File: config.mk
export PLATFORM = sky130hd
export DESIGN_NAME = sram_arbiter
export DESIGN_NICKNAME = d
export VERILOG_FILES = /design/src/hdl/sram_share_pkg.sv /design/src/hdl/sram_arbiter.sv
export VERILOG_INCLUDE_DIRS = /design/src /design/src/include
export SDC_FILE = /design/constraint.sdc
export NUM_CORES = 1
export LEC_CHECK = 0
export CORE_AREA = 4 4 54 56
export DETAILED_ROUTE_END_ITERATION = 8
export DIE_AREA = 0 0 58 60
export DONT_BUFFER_PORTS = 1
export PLACE_DENSITY = 0.5
export SYNTH_ARGS = -nofsm -noshare
export SYNTH_HDL_FRONTEND = slang
export SYNTH_SLANG_ARGS = --single-unit
File: constraint.sdc
create_clock -name CLK -period 1.09 [get_ports CLK]
set_input_delay 0.0545 -clock CLK [delete_from_list [all_inputs] [get_ports CLK]]
set_output_delay 0.0545 -clock CLK [all_outputs]
set_load 0.01 [all_outputs]
File: src/include/sram_share_consts.svh
// Size constants of the shared word memory, included by the RTL and the testbench
`ifndef SRAM_SHARE_CONSTS_SVH
`define SRAM_SHARE_CONSTS_SVH

// ------------------------------
// Memory geometry
// ------------------------------

// Word address width, 1024 words of 32 bits
`define SRAM_AW 10

// Depth in words
`define SRAM_WORDS (1 << `SRAM_AW)

// ------------------------------
// Bus side
// ------------------------------

// APB byte address width
`define APB_AW 32

`endif

File: src/hdl/sram_share_pkg.sv
// Shared types of the two-port memory, referenced by scoped names from every RTL module
`include "sram_share_consts.svh"

package sram_share_pkg;

  // ------------------------------
  // Data path vectors
  // ------------------------------

  // One memory word, also the APB data width
  typedef logic [31:0] word_t;

  // Byte write strobe, one bit per lane
  typedef logic [3:0] strb_t;

  // Word index into the memory
  typedef logic [`SRAM_AW-1:0] waddr_t;

  // APB byte address
  typedef logic [`APB_AW-1:0] paddr_t;

  // ------------------------------
  // Port FSM
  // ------------------------------
  typedef enum logic [1:0] {
    PORT_IDLE,
    PORT_REQ,
    PORT_DONE
  } port_state_t;

endpackage

File: src/hdl/sram_arbiter.sv
// Round-robin arbiter that grants one of two port requests per cycle and drives the memory
`timescale 1ns/1ps

module sram_arbiter (
  input  logic                   CLK,
  input  logic                   rst_n,

  // Port a request
  input  logic                   a_req,
  input  sram_share_pkg::waddr_t a_addr,
  input  sram_share_pkg::word_t  a_wdata,
  input  sram_share_pkg::strb_t  a_wren,

  // Port b request
  input  logic                   b_req,
  input  sram_share_pkg::waddr_t b_addr,
  input  sram_share_pkg::word_t  b_wdata,
  input  sram_share_pkg::strb_t  b_wren,

  // Grants back to the ports
  output logic                   a_gnt,
  output logic                   b_gnt,

  // Memory side
  output logic                   cs,
  output sram_share_pkg::waddr_t addr,
  output sram_share_pkg::word_t  wdata,
  output sram_share_pkg::strb_t  wren
);

  // High when port b won the last arbitration
  logic last_b;

  // ------------------------------
  // Grant logic
  // ------------------------------

  // Port a wins when alone or when b had the last turn
  assign a_gnt = a_req & (~b_req | last_b);

  // Port b wins when alone or when a had the last turn
  assign b_gnt = b_req & (~a_req | ~last_b);

  // Reset to "b last" so port a goes first
  always_ff @(posedge CLK or negedge rst_n) begin
    if (!rst_n) begin
      last_b <= 1'b1;
    end else if (a_gnt) begin
      last_b <= 1'b0;
    end else if (b_gnt) begin
      last_b <= 1'b1;
    end
  end

  // ------------------------------
  // Memory mux
  // ------------------------------

  assign cs = a_gnt | b_gnt;

  // Address and data follow the winner, don't care when idle
  assign addr  = b_gnt ? b_addr  : a_addr;
  assign wdata = b_gnt ? b_wdata : a_wdata;

  // Strobes forced low with no grant
  always_comb begin
    if (a_gnt) begin
      wren = a_wren;
    end else if (b_gnt) begin
      wren = b_wren;
    end else begin
      wren = '0;
    end
  end

  // ------------------------------
  // Checks
  // ------------------------------

  a_one_hot: assert property (@(posedge CLK) disable iff (!rst_n) !(a_gnt && b_gnt))
    else $error("sram_arbiter: both ports granted");

  // Ports hold req until granted, so a loser is served next cycle
  a_fair_a: assert property (@(posedge CLK) disable iff (!rst_n) (a_req && !a_gnt) |=> a_gnt)
    else $error("sram_arbiter: port a starved");

  a_fair_b: assert property (@(posedge CLK) disable iff (!rst_n) (b_req && !b_gnt) |=> b_gnt)
    else $error("sram_arbiter: port b starved");

endmodule

==> results.yml <==
power_and_ir_drop:
  powerDensity_nw_per_um2: 707
  finalPower_uw: 565
  ir_drop_uv: 416
  p_leak_nw: 0.359
global_route:
  grt_pass1_wl_um: 2350
  gr-usage-met1_pct: 8.57
  met2_usage_pct: 16.8
  grt_overflow: 0
  busiest_layer: "met2"
  grt_pass1_vias: 480
  grt_max_degree: 27
  met3_usage_pct: 2.38
  antenna_found_initial: 0
  grt_use_total_pct: 8.16
critical_path:
  reg2reg_depth: 3
  r2r_start: "last_b"
  critPathMaxFanout: 26
  crit_end: "addr[0]"
  cp-end-kind: "output pin"
  cp-start-kind: "flop"
  reg2reg_slack_ps: 220
  cp.required_ps: 1040
  crit_type: "reg -> out"
  startpoint: "last_b"
  worstPathArrival_ps: 1170
  r2r-end: "last_b"
route:
  drt_wl_total_um: 2160
  drtAntennaViolNets: 0
  wire_per_inst_um: 24.5
  firstDrtPassIters: 3
  drt_drc_violations_left: 0
  via_count: 544
  drt_iter0_markers: 12
  via_per_inst: 6.18
clock_network:
  clkTransAtPathRegs_ps: 0
  clk_latency_ps: 0
  post_cts_buffers: 0
sta:
  finalCriticalPeriod_ps: 1220
  hold_viol: 0
  skew_ps: 0
  rsz0062_at_grt: "yes"
  fmax_mhz: 816
  slew_viol_final: 0
  setup_viol: 42
  worst_pin_slew_ps: 189
  setup_slack_ps: -135
  post-route-period-util_pct: 112
  max_slew_margin_pct: 87.3
  finalHoldWorstSlack_ps: 116
placed_design:
  place.gp.congestion: 0.631
  hpwl_um: 1970
  portBuffers: 0
final_layout:
  top_register: "last_b"
  top_regs: "last_b (1)"
  largest_reg_flops: 1
  syn2layout_area_growth_pct: 10.6
  num_antenna_cells: 0
  drive_above_1_share_pct: 93.1
  nets: 156
yosys:
  synth_area_leader_cell: "mux2_4"
  synthFlopType: "dfstp_2"
  synthArstFlopShare_pct: 100
  synth_seq_cells: 1
  netlist.area_leader.share_pct: 52.0
  synthesis.nets: 154
  synth_edf_count: 0
  synth_common_cells: "25 x mux2_4, 17 x mux2_2, 4 x a32o_1, 4 x buf_6"
  syn_avg_cell_area_um2: 12.4
  synth_cell_types: 12
  netlist_area_um2: 722
  yosysMostFrequentCell: "mux2_4"
  ys_warn_count: 0
  ys_top_cells_by_area: "mux2_4 52%, mux2_2 27%, buf_6 6.2%, a32o_1 5.5%, dfstp_2 3.6%"
  seq_area_frac_synth_pct: 3.64
  synthCells: 58
run:
  drv_cap: 0
floorplanning:
  die_area_um2: 3480
  pin_count: 145
  die_h_um: 60
  floorplan.rows: 18
  core_area_um2: 2430
  start_util_pct: 29.7
  die_x_um: 58
outcome:
  outcome: "finished with violations"
  violations: "setup timing"
worst_hold_path:
  worstHoldPathType: "in -> reg"
metal layers:
layer	wire length (um)	vias up	share of wire [%]
met3	430	0	20
met5	0	-	0
met2	1150	76	53
met4	0	0	0
li1	-	226	-
met1	573	242	27
worst min path at each step:
stage,from,endpoint,slack (ps),depth (start not counted)
finish,a_req,last_b,120,1
global route,a_req,last_b,130,1
CTS,a_req,last_b,110,1
detailed placement,rst_n,last_b,-90,0
global placement,rst_n,last_b,-90,0
floorplan,rst_n,last_b,-90,0
through the flow:
| stage | TNS (ps) | util [%] | setup WS, ps | instances | area (um2) |
|---|---|---|---|---|---|
| after detailed placement | -4400 | 31.7 | -145 | 87 | 772 |
| after floorplan | -4530 | - | -145 | 58 | 729 |
| final | -3860 | 32.8 | -135 | 88 | 798 |
| after global placement | -3630 | 31.7 | -120 | 87 | 772 |
| after global routing | -5600 | 32.8 | -177 | 88 | 798 |
| after CTS | -4180 | 32.7 | -143 | 88 | 795 |
cells by family after synthesis:
group / after synthesis / synth area share, %
muxes: 42 / 78.5
buffers and inverters: 5 / 6.93
DFF: 1 / 3.64
AOI/OAI and AO/OA: 6 / 7.80
and+or+nand+nor: 4 / 3.12
final cells by class:
class	instances	area [um2]
Fill cell	246	1630
Sequential cell	1	26.3
Timing Repair Buffer	5	65.1
Multi-Input combinational cell	52	669
Tap cell	30	37.5
cells in the final DEF, fill, tap and decap left out, drive strengths merged:
master,count
a21boi,1
a21oi,1
a32o,4
and2,1
buf,4
dfstp,1
dlygate4sd3,1
mux2,42
nand2b,1
nor2,1
or2,1
critical path, cell delays in order, from the launching register on:
cell	delay [ps]
dfstp_2	360
a21boi_4	190
buf_12	210
mux2_2	390
power breakdown:
part	switching, mW	internal, mW	leakage, nW	total, mW
clock network	0	0	0	0
logic	0.232	0.279	0.348	0.512
registers	0.00541	0.0475	0.0105	0.0530
total	0.238	0.327	0.359	0.565
timing repair:
item | CTS | global route
hold buffers | 1 | 0
gates resized for setup | 3 | 3
endpoints found under the hold margin | 1 | 0
endpoints found under the setup margin | 46 | 46
Power figures use the tool's default switching activity.
