--- src/include/sram_share_consts.svh ---
// Size constants of the shared word memory, included by the RTL and the testbench
`ifndef SRAM_SHARE_CONSTS_SVH
`define SRAM_SHARE_CONSTS_SVH

// ------------------------------
// Memory geometry
// ------------------------------

// Word address width, 1024 words of 32 bits
`define SRAM_AW 10

// Depth in words
`define SRAM_WORDS (1 << `SRAM_AW)

// ------------------------------
// Bus side
// ------------------------------

// APB byte address width
`define APB_AW 32

`endif

--- src/hdl/sram_share_pkg.sv ---
// Shared types of the two-port memory, referenced by scoped names from every RTL module
`include "sram_share_consts.svh"

package sram_share_pkg;

  // ------------------------------
  // Data path vectors
  // ------------------------------

  // One memory word, also the APB data width
  typedef logic [31:0] word_t;

  // Byte write strobe, one bit per lane
  typedef logic [3:0] strb_t;

  // Word index into the memory
  typedef logic [`SRAM_AW-1:0] waddr_t;

  // APB byte address
  typedef logic [`APB_AW-1:0] paddr_t;

  // ------------------------------
  // Port FSM
  // ------------------------------
  typedef enum logic [1:0] {
    PORT_IDLE,
    PORT_REQ,
    PORT_DONE
  } port_state_t;

endpackage

--- src/hdl/apb_sram_port.sv ---
// APB slave port that turns one transfer into a memory request and completes it after the grant
`timescale 1ns/1ps
`include "sram_share_consts.svh"

module apb_sram_port (
  input  logic                   CLK,
  input  logic                   rst_n,

  // APB slave side
  input  logic                   psel,
  input  logic                   penable,
  input  logic                   pwrite,
  input  sram_share_pkg::paddr_t paddr,
  input  sram_share_pkg::word_t  pwdata,
  input  sram_share_pkg::strb_t  pstrb,
  output logic                   pready,
  output sram_share_pkg::word_t  prdata,
  output logic                   pslverr,

  // Arbiter and memory side
  input  sram_share_pkg::word_t  mem_rdata,
  output logic                   req,
  output sram_share_pkg::waddr_t req_addr,
  output sram_share_pkg::word_t  req_wdata,
  output sram_share_pkg::strb_t  req_wren,
  input  logic                   gnt
);

  sram_share_pkg::port_state_t state;
  sram_share_pkg::port_state_t state_nxt;

  // Any upper address bit set means beyond the memory
  logic out_of_range;

  // ------------------------------
  // Address decode
  // ------------------------------

  // Byte address to word index, low two bits dropped
  assign req_addr     = paddr[`SRAM_AW+1:2];
  assign out_of_range = |paddr[`APB_AW-1:`SRAM_AW+2];

  // Reads carry no strobes
  assign req_wdata = pwdata;
  assign req_wren  = pwrite ? pstrb : '0;

  // ------------------------------
  // Transfer FSM
  // ------------------------------

  always_comb begin
    state_nxt = state;
    case (state)
      sram_share_pkg::PORT_IDLE: begin
        // In-range setup phase, request is up in the first access cycle
        if (psel && !penable && !out_of_range) begin
          state_nxt = sram_share_pkg::PORT_REQ;
        // Bad address finishes without touching memory
        end else if (psel && penable && out_of_range) begin
          state_nxt = sram_share_pkg::PORT_DONE;
        end
      end
      sram_share_pkg::PORT_REQ: begin
        if (gnt) begin
          state_nxt = sram_share_pkg::PORT_DONE;
        end
      end
      sram_share_pkg::PORT_DONE: begin
        state_nxt = sram_share_pkg::PORT_IDLE;
      end
      default: begin
        state_nxt = sram_share_pkg::PORT_IDLE;
      end
    endcase
  end

  always_ff @(posedge CLK or negedge rst_n) begin
    if (!rst_n) begin
      state <= sram_share_pkg::PORT_IDLE;
    end else begin
      state <= state_nxt;
    end
  end

  // ------------------------------
  // Outputs
  // ------------------------------

  assign req     = (state == sram_share_pkg::PORT_REQ);
  assign pready  = (state == sram_share_pkg::PORT_DONE);
  assign pslverr = pready & out_of_range;

  // Memory output is valid exactly in the PORT_DONE cycle after a read grant
  assign prdata = mem_rdata;

  // Master must hold the address until the port answers
  a_paddr_hold: assert property (@(posedge CLK) disable iff (!rst_n)
    (psel && penable && !pready) |=> $stable(paddr))
    else $error("apb_sram_port: paddr changed during access phase");

endmodule

--- config.mk ---
export PLATFORM = sky130hd
export DESIGN_NAME = apb_sram_port
export DESIGN_NICKNAME = d
export VERILOG_FILES = /design/src/hdl/sram_share_pkg.sv /design/src/hdl/apb_sram_port.sv
export VERILOG_INCLUDE_DIRS = /design/src /design/src/include
export SDC_FILE = /design/constraint.sdc
export NUM_CORES = 1
export LEC_CHECK = 0
export ABC_CLOCK_PERIOD_IN_PS = 2400
export BUFFER_PORTS_ARGS = -buffer_cell sky130_fd_sc_hd__buf_4
export CAP_MARGIN = 15
export CORE_AREA = 5 5 70 72
export CTS_CLUSTER_DIAMETER = 30
export CTS_CLUSTER_SIZE = 40
export DETAILED_ROUTE_END_ITERATION = 7
export DIE_AREA = 0 0 75 77
export GPL_ROUTABILITY_DRIVEN = 1
export PLACE_DENSITY_LB_ADDON = 0.2
export SLEW_MARGIN = 25
export SYNTH_ARGS = -nofsm -noshare
export SYNTH_HDL_FRONTEND = slang
export SYNTH_SLANG_ARGS = --single-unit
export TNS_END_PERCENT = 30
--- constraint.sdc ---
create_clock -name CLK -period 2.4 [get_ports CLK]
set_input_delay 0.12 -clock CLK [delete_from_list [all_inputs] [get_ports CLK]]
set_output_delay 0.12 -clock CLK [all_outputs]
set_load 0.02 [all_outputs]
==> impl_metrics.yaml <==
logic_synthesis:
  ys_seq_area_share_pct: 6.557
  yosysUniqueCellTypes: 15
  synth-compound-area-share_pct: 4.098
  synth-simple-area-share_pct: 16.56
  synth_mux_area_share_pct: 0
  synth_area_per_cell_um2: 7.868
  synth_xor_area_share_pct: 0
  syn-cell-area_um2: 763.2
  synthAdderAreaFrac_pct: 0
  synth_seq_cells: 2
  synthFlopType: "dfrtp_1"
  synth_edf_count: 0
  synth_fp_nets: 203
  async_reset_ff_share_pct: 100.0
  ys_warn_count: 0
  synthCells: 97
  synth_top_family_by_area: "buffers and inverters"
hold_path:
  holdPathStages: 3
  hold_path.class: "in2reg"
finish:
  drive_gt1_share_pct: 66.67
  n_antenna_cell: 0
  stdcell_area_um2: 594.3
  multi_input_area_um2: 157.7
  largest_register_ffs: 2
  layout.nets: 171
  nFillCells: 481
  regMostFlops: "state"
  area_growth_pct: -22.13
  stdcell_count: 115
  reg_top3: "state x2"
  seqCellArea_um2: 50.05
clocking:
  worstSkewPairLatency_ns: 0.21
  cts.htree.levels: 1
  cts.sinks: 2
  cts_root_buf: "clkbuf_8"
  cts_tree: "done"
  cts_inserted_buffers: 3
  clk_path_buf_depth: 2
  clk_pin_slew_worst_paths_ns: 0.03
detailed_routing:
  dr.pass1.iters: 2
  routed_wl_um: 1825
  avgRoutedWirePerCell_um: 15.87
  vias: 424
  viasPerCell: 3.687
  drt_iter0_drc: 19
  drc_errors: 0
  ant_nets: 0
placement:
  gp_congestion: 0.6201
  hpwl_um: 1635
  portBuffers: 36
  place_area_um2: 543.0
  dp.cells: 111
worst_setup_path:
  endpoint_kind: "register"
  cp_num_buf_inv: 0
  r2r_cells: 2
  ff2ff_setup_slack_ns: 0.99
  cp_num_cells: 2
  crit_family: "simple AND/OR/NAND/NOR gates"
  cp-start-kind: "register"
  critPathMaxFanout: 4
  cp.required_ns: 2.50
  max_stage_delay_ns: 0.65
  cp_cell_sequence: "or4b_2 > o41ai_1"
  crit_path_top_delay_cell: "or4b_2"
  cp_data_arrival_time_ns: 1.50
  crit_type: "reg2reg"
global_route:
  grt_use_met3_pct: 5.621
  grt_pass1_wl_um: 2525
  overflow: 0
  grt_max_degree: 5
  met1_usage_pct: 4.758
  grt_use_met2_pct: 8.624
  busiest_layer: "met2"
  grtUsageTotal_pct: 5.991
  grt_pass1_vias: 472
  antenna_found_initial: 0
status:
  status: "complete, no violations"
timing:
  setup_violations: 0
  rsz0062_at_grt: "no"
  hold_viol: 0
  final_max_slew_viol_count: 0
  finalCritPeriodShare_pct: 58.58
  min_period_ns: 1.406
  finalSetupTns_ns: 0
  clock_skew_ns: 0.001321
  worst_slew_pin_slew_ns: 0.4379
  maxSlewHeadroom_pct: 70.54
  fmax_mhz: 711.3
floorplanning:
  start_util_pct: 18.03
  die_y_um: 77
  rows: 24
  pin_count: 187
  core_mm2: 0.004234
  dieArea_mm2: 0.005775
  dieWidth_um: 75
job:
  maxCapViolCount: 0
power_and_ir_drop:
  p_per_area_mw_per_mm2: 410.3
  leakagePower_nw: 0.2762
  peakVddDrop_mv: 0.08195
## worst reg2reg max path: cells and delay by family, from the launching register on
kind	cells	cell delay, ns
AO/OA/AOI/OAI	1	0.26
flip-flops	1	0.38
AND/OR/NAND/NOR	1	0.65
## final timing paths
check                         start       end
min reg2reg                state[0]  state[0]
max                        state[1]  state[0]
max in group asynchronous     rst_n  state[1]
min in group asynchronous     rst_n  state[0]
max reg2reg                state[1]  state[0]
min                             gnt  state[0]
## metrics by stage
step | util (%) | hold WS [ns] | setup WS, ns | power [W]
after CTS | 14.04 | 0.1857 | 0.9904 | 0.0002506
final | 14.04 | 0.1845 | 0.9942 | 0.0002438
after global routing | 14.04 | 0.2117 | 0.9310 | 0.0002590
after detailed placement | 12.83 | -0.09611 | 0.9873 | 0.0001110
after floorplan | - | -0.1756 | 1.088 | 0.0002396
after global placement | 12.83 | -0.09472 | 0.9757 | 0.0001103
## report_power, final
group          switching (W)  internal [W]
Sequential        0.00000124     0.0000357
Combinational      0.0000257     0.0000480
Clock              0.0000271      0.000106
## layout make-up
cell class,count,share of cell area [%]
Timing Repair Buffer,37,47.16
Multi-Input combinational cell,21,26.53
Tap cell,52,10.95
Sequential cell,2,8.421
Clock buffer,3,6.947
## what timing repair did
action | in CTS | in global routing
setup endpoints to repair | 0 | 0
setup buffers | 0 | 0
gates resized for setup | 0 | 0
hold buffers | 1 | 0
endpoints found under the hold margin | 2 | 0
## cell families (layout without fill, tap and decap cells)
logic type / count (synthesis) / in the layout
AO/OA/AOI/OAI: 4 / 4
buffers and inverters: 74 / 40
flip-flops: 2 / 2
AND/OR/NAND/NOR: 17 / 17
## cell usage in the layout, fill, tap and decap left out, drive strengths merged
master and count:
or4bb 1, or4 2, nor2b 2, nand3 1, clkbuf 3, and2 5
nor4 3, o31a 1, a31oi 1, o41ai 1, dlygate4sd3 1, o21bai 1
buf 36, nand2b 1, dfrtp 2, or4b 1, or3b 1
## per-layer routing
layer | vias up | wire length, um
met5 | - | 0
met4 | 0 | 59
met3 | 14 | 409
met2 | 48 | 894
met1 | 189 | 461
li1 | 173 | -
## cells in the mapped netlist, types with 2 or more instances
cell type,n,area [um2]
buf_4,74,555.5
nor4_1,3,18.77
dfrtp_1,2,50.05
and2_1,5,31.28
nor2b_1,2,12.51
or4_4,2,22.52
Power figures use the tool's default switching activity.
